<file path="src/design/tart_pkg.sv">
package tart_pkg;

    // ------------------------------------------------------------------
    // Antenna sample and host bus widths
    // ------------------------------------------------------------------
    localparam int NANT = 8;                  // Antenna bits per sample

    typedef logic [NANT-1:0] antenna_t;       // One sample, all antennas
    typedef logic [7:0]      reg_data_t;      // Host data word

    // Host register map
    typedef enum logic [1:0] {
        REG_CTRL   = 2'd0,                    // Control, read/write
        REG_STATUS = 2'd1,                    // Status, read only
        REG_COUNT  = 2'd2,                    // Stored sample count
        REG_DATA   = 2'd3                     // Buffer read port
    } reg_addr_e;

    // Control register bits
    localparam int CTRL_CAP_EN = 0;           // Sample strobe running
    localparam int CTRL_FAKE   = 1;           // LFSR instead of antennas
    localparam int CTRL_ACQ_EN = 2;           // Store samples to buffer

    // Status register bits
    localparam int STAT_FULL      = 0;
    localparam int STAT_ACQUIRING = 1;
    localparam int STAT_OVERFLOW  = 2;

    // Galois LFSR for x^8+x^6+x^5+x^4+1, shifting right
    localparam antenna_t LFSR_TAPS = 8'hB8;
    localparam antenna_t LFSR_SEED = 8'h01;   // Must never be zero

    // ------------------------------------------------------------------
    // State encodings
    // ------------------------------------------------------------------
    typedef enum logic [1:0] {ACQ_IDLE, ACQ_WAIT, ACQ_REQ, ACQ_DONE} acq_state_e;

    typedef enum logic [1:0] {HR_IDLE, HR_BUF, HR_ACK} hreg_state_e;

endpackage
</file>
<file path="src/design/tart_buf_if.sv">
// Four-phase master port onto the sample buffer
interface tart_buf_if #(
    parameter int DEPTH_LOG2 = 4
);

    logic                   req;       // Master request, held until ack
    logic                   we;        // Write when set, else read
    logic [DEPTH_LOG2-1:0]  addr;      // Buffer word address
    tart_pkg::antenna_t     wdata;     // Write sample
    logic                   ack;       // Arbiter acknowledge
    tart_pkg::antenna_t     rdata;     // Read sample, valid with ack

    // Requesting side
    modport master (
        output req,
        output we,
        output addr,
        output wdata,
        input  ack,
        input  rdata
    );

    // Serving side
    modport arbiter (
        input  req,
        input  we,
        input  addr,
        input  wdata,
        output ack,
        output rdata
    );

endinterface

</file>
<file path="src/design/tart_top.sv">
module tart_top #(
    parameter int SAMPLE_DIV = 8,             // At least 8 for one write per strobe
    parameter int DEPTH_LOG2 = 4              // 16-sample buffer
) (
    input  logic                clock_b,
    input  logic                rst_i,
    input  tart_pkg::antenna_t  antenna_i,
    input  logic                host_req_i,
    input  logic                host_we_i,
    input  tart_pkg::reg_addr_e host_addr_i,
    input  tart_pkg::reg_data_t host_wdata_i,
    output logic                host_ack_o,
    output tart_pkg::reg_data_t host_rdata_o
);

    logic                 cap_en, fake, acq_en, arm;
    logic                 strobe;
    tart_pkg::antenna_t   sample;
    logic [DEPTH_LOG2:0]  count;
    logic                 full, overflow, acquiring;

    // Buffer master ports
    tart_buf_if #(.DEPTH_LOG2(DEPTH_LOG2)) acq_bus ();
    tart_buf_if #(.DEPTH_LOG2(DEPTH_LOG2)) host_bus ();

    // ------------------------------------------------------------------
    // Sampling path
    // ------------------------------------------------------------------
    tart_capture #(.SAMPLE_DIV(SAMPLE_DIV)) u_capture (
        .clock_b   (clock_b),
        .rst_i     (rst_i),
        .cap_en_i  (cap_en),
        .fake_i    (fake),
        .antenna_i (antenna_i),
        .strobe_o  (strobe),
        .sample_o  (sample)
    );

    tart_acquire #(.DEPTH_LOG2(DEPTH_LOG2)) u_acquire (
        .clock_b     (clock_b),
        .rst_i       (rst_i),
        .acq_en_i    (acq_en),
        .arm_i       (arm),
        .strobe_i    (strobe),
        .sample_i    (sample),
        .buf_port    (acq_bus),
        .count_o     (count),
        .full_o      (full),
        .overflow_o  (overflow),
        .acquiring_o (acquiring)
    );

    // ------------------------------------------------------------------
    // Shared buffer and host side
    // ------------------------------------------------------------------
    tart_buffer_arbiter #(.DEPTH_LOG2(DEPTH_LOG2)) u_arbiter (
        .clock_b   (clock_b),
        .rst_i     (rst_i),
        .acq_port  (acq_bus),
        .host_port (host_bus)
    );

    tart_host_regs #(.DEPTH_LOG2(DEPTH_LOG2)) u_host_regs (
        .clock_b      (clock_b),
        .rst_i        (rst_i),
        .host_req_i   (host_req_i),
        .host_we_i    (host_we_i),
        .host_addr_i  (host_addr_i),
        .host_wdata_i (host_wdata_i),
        .host_ack_o   (host_ack_o),
        .host_rdata_o (host_rdata_o),
        .buf_port     (host_bus),
        .cap_en_o     (cap_en),
        .fake_o       (fake),
        .acq_en_o     (acq_en),
        .arm_o        (arm),
        .count_i      (count),
        .full_i       (full),
        .overflow_i   (overflow),
        .acquiring_i  (acquiring)
    );

endmodule

</file>
<file path="src/design/tart_host_regs.sv">
module tart_host_regs #(
    parameter int DEPTH_LOG2 = 4
) (
    input  logic                  clock_b,
    input  logic                  rst_i,
    // Host four-phase port
    input  logic                  host_req_i,
    input  logic                  host_we_i,
    input  tart_pkg::reg_addr_e   host_addr_i,
    input  tart_pkg::reg_data_t   host_wdata_i,
    output logic                  host_ack_o,
    output tart_pkg::reg_data_t   host_rdata_o,
    // Buffer read port
    tart_buf_if.master            buf_port,
    // Control out
    output logic                  cap_en_o,
    output logic                  fake_o,
    output logic                  acq_en_o,
    output logic                  arm_o,        // ACQ_EN rising by write
    // Status in
    input  logic [DEPTH_LOG2:0]   count_i,
    input  logic                  full_i,
    input  logic                  overflow_i,
    input  logic                  acquiring_i
);

    tart_pkg::hreg_state_e   state;
    tart_pkg::reg_data_t     ctrl_r;
    tart_pkg::reg_data_t     status_w;
    tart_pkg::reg_data_t     rdata_r;
    logic [DEPTH_LOG2-1:0]   rd_ptr;            // Next buffer word to read
    logic                    buf_req_r;

    assign cap_en_o = ctrl_r[tart_pkg::CTRL_CAP_EN];
    assign fake_o   = ctrl_r[tart_pkg::CTRL_FAKE];
    assign acq_en_o = ctrl_r[tart_pkg::CTRL_ACQ_EN];

    always_comb begin
        status_w = '0;
        status_w[tart_pkg::STAT_FULL]      = full_i;
        status_w[tart_pkg::STAT_ACQUIRING] = acquiring_i;
        status_w[tart_pkg::STAT_OVERFLOW]  = overflow_i;
    end

    // Read-only master, pointer holds until ack falls
    assign buf_port.req   = buf_req_r;
    assign buf_port.we    = 1'b0;
    assign buf_port.addr  = rd_ptr;
    assign buf_port.wdata = '0;

    assign host_rdata_o = rdata_r;

    // ------------------------------------------------------------------
    // Host access FSM
    // ------------------------------------------------------------------
    always_ff @(posedge clock_b) begin
        if (rst_i) begin
            state      <= tart_pkg::HR_IDLE;
            host_ack_o <= 1'b0;
            buf_req_r  <= 1'b0;
            ctrl_r     <= '0;
            rdata_r    <= '0;
            rd_ptr     <= '0;
            arm_o      <= 1'b0;
        end else begin
            arm_o <= 1'b0;
            case (state)
                tart_pkg::HR_IDLE: begin
                    if (host_req_i) begin
                        state <= tart_pkg::HR_ACK;      // Most accesses ack in 2
                        case (host_addr_i)
                            tart_pkg::REG_CTRL: begin
                                rdata_r <= ctrl_r;
                                if (host_we_i) begin
                                    ctrl_r <= host_wdata_i;
                                    arm_o  <= host_wdata_i[tart_pkg::CTRL_ACQ_EN]
                                              && !ctrl_r[tart_pkg::CTRL_ACQ_EN];
                                end
                            end
                            tart_pkg::REG_STATUS: rdata_r <= status_w;  // Writes ignored
                            tart_pkg::REG_COUNT:  rdata_r <= tart_pkg::reg_data_t'(count_i);
                            tart_pkg::REG_DATA: begin
                                if (host_we_i) begin
                                    rd_ptr <= '0;       // Rewind read pointer
                                end else begin
                                    buf_req_r <= 1'b1;
                                    state     <= tart_pkg::HR_BUF;
                                end
                            end
                            default: rdata_r <= '0;
                        endcase
                    end
                end
                tart_pkg::HR_BUF: begin
                    if (buf_req_r) begin
                        if (buf_port.ack) begin
                            rdata_r   <= buf_port.rdata;
                            buf_req_r <= 1'b0;
                        end
                    end else if (!buf_port.ack) begin   // Buffer handshake done
                        rd_ptr <= rd_ptr + 1'b1;
                        state  <= tart_pkg::HR_ACK;
                    end
                end
                tart_pkg::HR_ACK: begin
                    if (!host_ack_o) begin
                        host_ack_o <= 1'b1;
                    end else if (!host_req_i) begin
                        host_ack_o <= 1'b0;
                        state      <= tart_pkg::HR_IDLE;
                    end
                end
                default: state <= tart_pkg::HR_IDLE;
            endcase
        end
    end

endmodule

</file>
<file path="src/design/tart_buffer_arbiter.sv">
module tart_buffer_arbiter #(
    parameter int DEPTH_LOG2 = 4
) (
    input  logic        clock_b,
    input  logic        rst_i,
    tart_buf_if.arbiter acq_port,       // Sample writer
    tart_buf_if.arbiter host_port       // Host reader
);

    localparam int DEPTH = 2 ** DEPTH_LOG2;

    tart_pkg::antenna_t     mem [DEPTH];         // Sample memory
    tart_pkg::antenna_t     rdata_r;
    logic                   busy;                // Ack phase of a transfer
    logic                   sel_host;            // Served master, kept as last served
    logic                   pick_host;
    logic                   g_host;
    logic                   g_req;
    logic                   g_we;
    logic [DEPTH_LOG2-1:0]  g_addr;
    tart_pkg::antenna_t     g_wdata;

    // ------------------------------------------------------------------
    // Round-robin choice
    // ------------------------------------------------------------------
    // Host wins alone, or on a tie when acquire was served last
    assign pick_host = host_port.req && (!acq_port.req || !sel_host);

    // Granted master, frozen while busy
    assign g_host  = busy ? sel_host : pick_host;
    assign g_req   = g_host ? host_port.req   : acq_port.req;
    assign g_we    = g_host ? host_port.we    : acq_port.we;
    assign g_addr  = g_host ? host_port.addr  : acq_port.addr;
    assign g_wdata = g_host ? host_port.wdata : acq_port.wdata;

    // ------------------------------------------------------------------
    // Grant and ack sequencing
    // ------------------------------------------------------------------
    always_ff @(posedge clock_b) begin
        if (rst_i) begin
            busy     <= 1'b0;
            sel_host <= 1'b0;
        end else if (!busy) begin
            if (g_req) begin                     // Grant, ack next cycle
                busy     <= 1'b1;
                sel_host <= pick_host;
            end
        end else if (!g_req) begin
            busy <= 1'b0;                        // Ack drops after req low
        end
    end

    // Memory access on the grant edge
    always_ff @(posedge clock_b) begin
        if (!busy && g_req) begin
            if (g_we) begin
                mem[g_addr] <= g_wdata;
            end
            rdata_r <= mem[g_addr];
        end
    end

    // Route ack to the served master only
    assign acq_port.ack    = busy && !sel_host;
    assign host_port.ack   = busy && sel_host;
    assign acq_port.rdata  = rdata_r;
    assign host_port.rdata = rdata_r;

endmodule

</file>
<file path="src/design/tart_acquire.sv">
module tart_acquire #(
    parameter int DEPTH_LOG2 = 4
) (
    input  logic               clock_b,
    input  logic               rst_i,
    input  logic               acq_en_i,       // Acquisition enabled level
    input  logic               arm_i,          // Start of a new run
    input  logic               strobe_i,
    input  tart_pkg::antenna_t sample_i,
    tart_buf_if.master         buf_port,       // Write port to the buffer
    output logic [DEPTH_LOG2:0] count_o,       // Samples stored this run
    output logic               full_o,
    output logic               overflow_o,     // A strobe was dropped
    output logic               acquiring_o
);

    localparam int DEPTH = 2 ** DEPTH_LOG2;

    tart_pkg::acq_state_e   state;
    tart_pkg::antenna_t     wdata_r;           // Pending sample
    logic [DEPTH_LOG2-1:0]  addr_r;            // Its buffer slot

    // Write-only master
    assign buf_port.req   = (state == tart_pkg::ACQ_REQ);
    assign buf_port.we    = 1'b1;
    assign buf_port.addr  = addr_r;
    assign buf_port.wdata = wdata_r;

    assign acquiring_o = (state != tart_pkg::ACQ_IDLE);

    // ------------------------------------------------------------------
    // Control FSM, count and flags
    // ------------------------------------------------------------------
    always_ff @(posedge clock_b) begin
        if (rst_i) begin
            state      <= tart_pkg::ACQ_IDLE;
            count_o    <= '0;
            full_o     <= 1'b0;
            overflow_o <= 1'b0;
        end else begin
            if (arm_i) begin                   // New run starts empty
                count_o    <= '0;
                full_o     <= 1'b0;
                overflow_o <= 1'b0;
            end
            case (state)
                tart_pkg::ACQ_IDLE: begin
                    if (arm_i) state <= tart_pkg::ACQ_WAIT;
                end
                tart_pkg::ACQ_WAIT: begin
                    if (!acq_en_i) begin
                        state <= tart_pkg::ACQ_IDLE;
                    end else if (strobe_i) begin
                        state <= tart_pkg::ACQ_REQ;
                    end
                end
                tart_pkg::ACQ_REQ: begin
                    if (strobe_i) overflow_o <= 1'b1;  // Write still pending
                    if (buf_port.ack) begin
                        count_o <= count_o + 1'b1;
                        full_o  <= (count_o + 1'b1 == (DEPTH_LOG2 + 1)'(DEPTH));
                        state   <= tart_pkg::ACQ_DONE;
                    end
                end
                tart_pkg::ACQ_DONE: begin
                    if (strobe_i) overflow_o <= 1'b1;
                    if (!buf_port.ack) begin           // Handshake closed
                        state <= (acq_en_i && !full_o) ? tart_pkg::ACQ_WAIT
                                                       : tart_pkg::ACQ_IDLE;
                    end
                end
                default: state <= tart_pkg::ACQ_IDLE;
            endcase
        end
    end

    // Latch the sample and its slot on an accepted strobe
    always_ff @(posedge clock_b) begin
        if (state == tart_pkg::ACQ_WAIT && acq_en_i && strobe_i) begin
            wdata_r <= sample_i;
            addr_r  <= count_o[DEPTH_LOG2-1:0];
        end
    end

endmodule

</file>
<file path="src/design/tart_capture.sv">
module tart_capture #(
    parameter int SAMPLE_DIV = 8              // Clocks per sample strobe
) (
    input  logic               clock_b,
    input  logic               rst_i,
    input  logic               cap_en_i,      // Run the strobe divider
    input  logic               fake_i,        // Select LFSR data
    input  tart_pkg::antenna_t antenna_i,     // Raw, asynchronous antenna bits
    output logic               strobe_o,      // One cycle per sample period
    output tart_pkg::antenna_t sample_o       // Valid on strobe
);

    localparam int CW = $clog2(SAMPLE_DIV);

    logic [CW-1:0]      div_cnt;
    tart_pkg::antenna_t ant_s1, ant_s2;       // Two-flop synchronizer
    tart_pkg::antenna_t lfsr;

    // One Galois step, right shift with feedback from bit 0
    function automatic tart_pkg::antenna_t lfsr_step(input tart_pkg::antenna_t s);
        tart_pkg::antenna_t n;
        n = s >> 1;
        if (s[0]) begin
            n = n ^ tart_pkg::LFSR_TAPS;
        end
        return n;
    endfunction

    // ------------------------------------------------------------------
    // Antenna synchronizer
    // ------------------------------------------------------------------
    always_ff @(posedge clock_b) begin
        ant_s1 <= antenna_i;
        ant_s2 <= ant_s1;
    end

    // ------------------------------------------------------------------
    // Strobe divider and fake data
    // ------------------------------------------------------------------
    always_ff @(posedge clock_b) begin
        if (rst_i) begin
            div_cnt  <= '0;
            strobe_o <= 1'b0;
            lfsr     <= tart_pkg::LFSR_SEED;
        end else begin
            strobe_o <= 1'b0;
            if (!cap_en_i) begin
                div_cnt <= '0;                // Restart period when stopped
            end else if (div_cnt == CW'(SAMPLE_DIV - 1)) begin
                div_cnt  <= '0;
                strobe_o <= 1'b1;
                if (fake_i) begin
                    lfsr <= lfsr_step(lfsr);  // New state shows on the strobe
                end
            end else begin
                div_cnt <= div_cnt + 1'b1;
            end
        end
    end

    assign sample_o = fake_i ? lfsr : ant_s2;

endmodule

</file>
<file path="config.mk">
export PLATFORM = sky130hd
export DESIGN_NAME = tart_top
export DESIGN_NICKNAME = d
export VERILOG_FILES = /design/src/design/tart_pkg.sv /design/src/design/tart_buf_if.sv /design/src/design/tart_top.sv /design/src/design/tart_host_regs.sv /design/src/design/tart_buffer_arbiter.sv /design/src/design/tart_acquire.sv /design/src/design/tart_capture.sv
export SDC_FILE = /design/constraint.sdc
export NUM_CORES = 1
export LEC_CHECK = 0
export BUFFER_PORTS_ARGS = -buffer_cell sky130_fd_sc_hd__buf_2
export CAP_MARGIN = 5
export CORE_ASPECT_RATIO = 0.9
export CORE_MARGIN = 5
export CORE_UTILIZATION = 38
export CTS_BUF_LIST = sky130_fd_sc_hd__clkbuf_16
export CTS_CLUSTER_DIAMETER = 60
export DETAILED_ROUTE_END_ITERATION = 7
export PLACE_DENSITY = 0.58
export SYNTH_ARGS = -nofsm -noshare
export SYNTH_HDL_FRONTEND = slang
export SYNTH_SLANG_ARGS = --single-unit
</file>
<file path="constraint.sdc">
create_clock -name clock_b -period 2.95 [get_ports clock_b]
set_clock_uncertainty 0.1 [all_clocks]
set_input_delay 0.1475 -clock clock_b [delete_from_list [all_inputs] [get_ports clock_b]]
set_output_delay 0.1475 -clock clock_b [all_outputs]
set_load 0.02 [all_outputs]
</file>
==> metrics, run 1 <==
Final Hold Vio Count 0; cell row count 53; hold buffers post-CTS 18; CP delay by family, top simple AND/OR/NAND/NOR gates; Die ar. 27200 um^2; clock tree sinks 212; antenna violations before repair 0; post-cts resize count 0; Yosys reg bits 212; placer congestion estimate around 0.78; Unique masters post-synth 49; Setup Crit Path Kind flop to flop; die width 173 um; startpoint type of the worst setup path flop; worst skew pair latency between 500 and 600 ps; die height 157 um; WL final 21600 um; DR pass1 iterations 5; I/O pin count 31; global-route wire length before repair ~35000 um; Max VDD drop 0.447 mV; RSZ-0062 raised after global routing false; Post-DP HPWL 13400 um; post-synthesis cell count 778; CTS tree done; Cell Pwr Density 575 nW/um^2; # setup viols final 0; # diodes 0; largest net degree at the start of global routing 52; maxcap violations 0; total internal power 4.79 mW; drt via density 5.43; Syn. warnings 0; Sw Pwr about 1.3 mW; M2 GR Usage 25.2%; Slew Viols, Final 0; Hold Crit Class input pin to flop; Worst Path Required between 3000 and 4000 ps; core area roughly 24000 um^2; register area share after synthesis a little over three fifths; # Post-CTS Setup Buffers 0; Nets roughly 860; crit share post-route 92.7%; IO buf count 30; Post-Place Cell Area 9700 um^2; CTS Buf Count 23; Netlist Area Pre-Place just over 9000 um^2; remaining global-route overflow 0; DR DRC count 0; Mapped Nets 808; fin area ~11000 um^2; GR peak layer met2; gr usage total 15.9%; EDFF count, synth 148; Sequential cell area 5730 um^2; top achievable clock speed 366 MHz; fraction of power spent switching nets 21.3%; WP buf/inv 1; CTS max path bufs 3; syn_area_per_cell around 12 um^2; fin crit period 2730 ps; slowest stage delay, CP 430 ps; Slowest-stage cell, CP mux2i_2; met3 Resource Use GR 3.29%; initial drt markers 645; Layout area overhead 15.9%; Top FF cell, synth edfxtp_1; met1 usage 22.6%; leak pwr 3.63 nW; clock share of power about 44%; Vias ~6.2k; Initial Utilization 38.8%; Antenna Nets Post-Route 0; area of the multi-input gates 3110 um^2; setup_tns 0 ps; H-tree levels 1; clock-pin slew of the registers on the worst-case setup and hold paths 60 ps; share of cells above drive strength 1 15.2%; logic gate share of total power roughly 3.4%; CP Data Arrival Time 2890 ps; CP max FO 16; Worst setup EP type flop; Root Driver clkbuf_16; CP Cell Sequence mux2i_2 -> or4_1 -> buf_4 -> a21boi_1 -> nor4_1 -> o22ai_1 -> or3_1; Worst slew margin 41.3%; vias in the first global route approximately 6k; Async S/R FF share, synth 0%; post-DR wirelength/cell 18.8 um; Least-Margin Pin Slew 880 ps; status complete, no violations; Sequential Power Share 52.6%; final-layout fill cell count 2116
-- through the flow --
stage / hold slack (ps) / util (%) / setup slack, ps / power, mW / instances
final: 45.2 / 44.9 / 217 / 6.08 / 1150
after global routing: 89.9 / 44.9 / 46.1 / 6.30 / 1150
after detailed placement: 151 / 41.2 / 257 / 3.45 / 1090
after CTS: 30.5 / 44.9 / 245 / 6.14 / 1150
after floorplan: 75.2 / - / 508 / 3.39 / 778
after global placement: 150 / 41.2 / 260 / 3.45 / 1090
-- power by group through the flow --
stage	Clock [mW]	Sequential [mW]	Combinational (mW)
detailed placement	0	3.26	0.190
global route	2.87	3.20	0.231
floorplan	0	3.27	0.120
CTS	2.74	3.20	0.208
global placement	0	3.26	0.189
finish	2.67	3.20	0.208
-- logic make-up (layout without fill, tap and decap cells) --
logic type               after synthesis  in the layout  share of synthesized area, %
multiplexers                          56             56                          6.48
AO/OA/AOI/OAI                        150            150                          9.87
buffers and inverters                 64            134                          3.26
AND/OR/NAND/NOR                      283            283                          16.1
adder cells (fa/ha/maj)                8              8                          1.10
XOR/XNOR                               5              5                         0.480
flip-flops                           212            212                          62.7
-- placed cells by master, fill, tap and decap left out, types with 10 or more instances in the layout --
cell type,Yosys,layout
mux2i_1,45,45
a211oi_1,13,13
nor4_1,17,17
buf_4,1,36
clkbuf_16,0,23
buf_2,7,30
nand4_1,50,50
dlygate4sd3_1,0,18
edfxtp_1,148,148
nor2_1,70,70
and2_1,13,13
o22ai_1,25,25
nand2_1,70,70
nor2b_1,10,10
a21oi_1,25,25
o21ai_0,51,51
dfxtp_1,64,64
-- layout make-up --
class                   count  area share, %
well taps                 302           3.57
multi-input cells         502           29.4
flip-flops and latches    212           54.1
clock buffers              23           5.44
repair buffers             86           6.06
clock inverters            19           1.21
inverters                   6          0.213
-- cells in the mapped netlist (all sizes together), types with 4 or more instances --
master / number / area (um^2)
nor4: 17 / 106
and3: 5 / 31.3
mux2: 9 / 105
ha: 8 / 100
nand2b: 7 / 43.8
mux2i: 47 / 487
a21boi: 16 / 120
a21oi: 25 / 125
nand3b: 4 / 30.0
nand3: 5 / 25.0
nand2: 71 / 274
nor3: 6 / 30.0
and2: 13 / 81.3
o21ai: 58 / 294
xnor2: 4 / 35.0
nor3b: 7 / 52.6
or3: 9 / 56.3
nor2: 71 / 274
nand4: 50 / 313
nor2b: 10 / 62.6
clkbuf: 42 / 158
a31oi: 6 / 50.0
edfxtp: 148 / 4440
buf: 16 / 118
a311oi: 4 / 35.0
a211oi: 13 / 97.6
inv: 6 / 22.5
o22ai: 25 / 156
dfxtp: 64 / 1280
-- path summary, 6_finish.rpt --
kind,from,endpoint,slack [ps],cells past startpoint
setup / recovery,u_arbiter.busy$_SDFF_PP0_,u_arbiter.acq_port.rdata[4]$_DFFE_PP_,220,7
hold / removal,host_addr_i[1],u_host_regs.buf_port.addr[2]$_SDFFE_PP0P_,50,3
setup reg to reg,u_arbiter.busy$_SDFF_PP0_,u_arbiter.acq_port.rdata[4]$_DFFE_PP_,220,7
hold reg to reg,u_capture.ant_s1[4]$_DFF_P_,u_capture.ant_s2[4]$_DFF_P_,230,0
-- layer usage --
layer | vias up | part of all wire (%)
met5 | - | 0
met4 | 0 | 1.9
met3 | 31 | 6.4
met2 | 169 | 45
met1 | 3027 | 47
li1 | 3013 | -
-- tightest hold or removal path: cells and delay by family --
kind | cells | cell delay (ps)
AO/OA/AOI/OAI | 1 | 110
buffers and inverters | 1 | 110
adder cells (fa/ha/maj) | 1 | 240
-- registers in the layout, summed over array words and instances, names as in the netlist, 2 cells and up, named ones only --
| register | count |
|---|---|
| u_acquire.buf_port.addr | 4 |
| u_acquire.buf_port.wdata | 8 |
| u_acquire.count_o | 5 |
| u_arbiter.acq_port.rdata | 8 |
| u_arbiter.mem | 128 |
| u_capture.ant_s1 | 8 |
| u_capture.ant_s2 | 8 |
| u_capture.div_cnt | 3 |
| u_capture.lfsr | 8 |
| u_host_regs.buf_port.addr | 4 |
| u_host_regs.ctrl_r | 8 |
| u_host_regs.host_rdata_o | 8 |
| u_host_regs.state | 2 |
No activity file was read; power rests on OpenSTA's default activity.
==> run 2: changes to the inputs <==
--- a/config.mk
+++ b/config.mk
@@ -5,15 +5,18 @@
 export SDC_FILE = /design/constraint.sdc
 export NUM_CORES = 1
 export LEC_CHECK = 0
+export ABC_CLOCK_PERIOD_IN_PS = 2950
 export BUFFER_PORTS_ARGS = -buffer_cell sky130_fd_sc_hd__buf_2
 export CAP_MARGIN = 5
+export CELL_PAD_IN_SITES_DETAIL_PLACEMENT = 1
+export CELL_PAD_IN_SITES_GLOBAL_PLACEMENT = 1
 export CORE_ASPECT_RATIO = 0.9
 export CORE_MARGIN = 5
 export CORE_UTILIZATION = 38
 export CTS_BUF_LIST = sky130_fd_sc_hd__clkbuf_16
-export CTS_CLUSTER_DIAMETER = 60
+export CTS_CLUSTER_DIAMETER = 150
 export DETAILED_ROUTE_END_ITERATION = 7
-export PLACE_DENSITY = 0.58
+export PLACE_DENSITY = 0.68
 export SYNTH_ARGS = -nofsm -noshare
 export SYNTH_HDL_FRONTEND = slang
 export SYNTH_SLANG_ARGS = --single-unit
==> metrics, run 2 (synthesis results as in run 1) <==
status complete, no violations; Cell Pwr Density 579 nW/um^2 (+0.74%); Die ar. 27200 um^2 (unchanged); DR DRC count 0 (unchanged); Vias 6494 (+4.1%); fin cells 1151 (+0.087%); global-route wire length before repair 39300 um (+13%); Least-Margin Pin Slew 881 ps (+1.36 ps); Root Driver clkbuf_16; Initial Utilization 38.8% (unchanged); drt via density 5.64 (+4.0%); Slew Viols, Final 0 (unchanged); antenna violations before repair 1 (+1); core area 23500 um^2 (unchanged); fin crit period 2860 ps (+126 ps); CTS tree done; WL final 24800 um (+15%); setup_tns 0 ps (unchanged); Nets 861 (unchanged); I/O pin count 31 (unchanged); # diodes 0 (unchanged); CP max FO 48 (+32); RSZ-0062 raised after global routing false; remaining global-route overflow 0 (unchanged); most common cell after layout, fill and taps aside edfxtp_1; Hold Crit Class input pin to flop; largest reg by FF count u_arbiter.mem; WP buf/inv 1 (unchanged); Max VDD drop 0.493 mV (+10%); worst skew pair latency 510 ps (about the same); maxcap violations 0 (unchanged); CTS max path bufs 3 (unchanged); cell row count 53 (unchanged); die width 173 um (unchanged); Pwr Total 6.15 mW (+1.2%); largest net degree at the start of global routing 52 (unchanged); startpoint type of the worst setup path flop; Placed Cells 1089 (-0.092%); post-DR wirelength/cell 21.5 um (+15%); clock tree sinks 212 (unchanged); H-tree levels 1 (unchanged); # setup viols final 0 (unchanged); clock-pin slew of the registers on the worst-case setup and hold paths 60 ps (about the same); # Post-CTS Setup Buffers 0 (unchanged); commonest non-fill, non-tap cells in the layout 148 x edfxtp_1, 70 x nor2_1, 70 x nand2_1; leak pwr 3.68 nW (+1.3%); vias in the first global route 6908 (+15%); CTS Buf Count 24 (+4.3%); die height 157 um (unchanged); hold_ws 63.1 ps (+18.0 ps); DR pass1 iterations 4 (-1); CP delay by family, top simple AND/OR/NAND/NOR gates; Post-DP HPWL 16000 um (+19%); slowest stage delay, CP 450 ps (+20 ps); top achievable clock speed 350 MHz (-4.4%); initial drt markers 442 (-31%); Worst slew margin 41.3% (-0.091 points); Layout area overhead 16.4%; placer congestion estimate 0.838 (+7.8%); crit share post-route 96.9% (+4.3 points); CP Data Arrival Time 3010 ps (+120 ps); Final Hold Vio Count 0 (unchanged); Antenna Nets Post-Route 0 (unchanged); IO buf count 30 (unchanged); Largest register FFs 128 (unchanged); gr usage total 18.1% (+2.2 points); Worst Path Required 3100 ps (about the same); Setup Crit Path Kind flop to flop; Slowest-stage cell, CP dfxtp_2; share of cells above drive strength 1 14.5% (-0.72 points); Worst setup EP type flop; CP Cell Sequence mux2_4 -> buf_4 -> nand4_1 -> o21ai_0 -> nor4_1 -> o22ai_1 -> or3_1
[run 2: cell count changes in the layout (fill, tap and decap cells not counted), sizes merged]
cell / previous run / this run
bufinv: 1 / 0
clkinv: 11 / 8
clkbuf: 23 / 26
inv: 9 / 16
clkinvlp: 4 / 0
buf: 68 / 67
[run 2: worst min-delay path: stages]
cell and delay [ps]:
buf_2 110, ha_1 250, a311oi_1 110
[run 2: per-stage QoR]
stage          worst slack [ps]  cell area (um^2)  util, %
4_1_cts                    3.77             10600     45.1
2_1_floorplan               508              9130        -
3_5_place_dp               13.6              9700     41.2
5_1_grt                    19.7             10600     45.1
3_3_place_gp                143              9700     41.2
6_report                   91.2             10600     45.1
[run 2: timing repair]
| action | in CTS | in global routing |
|---|---|---|
| hold buffers | 18 | 0 |
| endpoints found under the hold margin | 23 | 0 |
| setup endpoints to repair | 0 | 5 |
| resized for setup | 0 | 3 |
[run 2: layout make-up]
type	count	area, um^2
clock buffer	26	651
clock inverter	18	76.3
fill	2495	12900
inverter	6	22.5
multi-input combinational	502	3120
sequential	212	5730
tap	302	378
timing repair buffer	85	646
[run 2: final timing paths]
check,to,depth (start not counted),slack (ps),start
worst max-delay path,u_arbiter.acq_port.rdata[0]$_DFFE_PP_,7,90,u_arbiter.busy$_SDFF_PP0_
worst min-delay path,u_host_regs.buf_port.addr[3]$_SDFFE_PP0P_,3,60,host_addr_i[0]
worst max register to register,u_arbiter.acq_port.rdata[0]$_DFFE_PP_,7,90,u_arbiter.busy$_SDFF_PP0_
worst min register to register,u_capture.ant_s2[0]$_DFF_P_,0,230,u_capture.ant_s1[0]$_DFF_P_
[run 2: power by group]
group	internal (mW)	leakage, nW	switching, mW	total (mW)
Combinational	0.0884	1.43	0.129	0.218
Sequential	3.18	1.86	0.0186	3.20
Clock	1.58	0.391	1.15	2.73
[run 2: per-layer routing]
layer	track usage [%]	wire length (um)
met3	2.98	1250
met5	0	0
met1	24.0	11100
met2	31.0	11900
met4	4.71	502
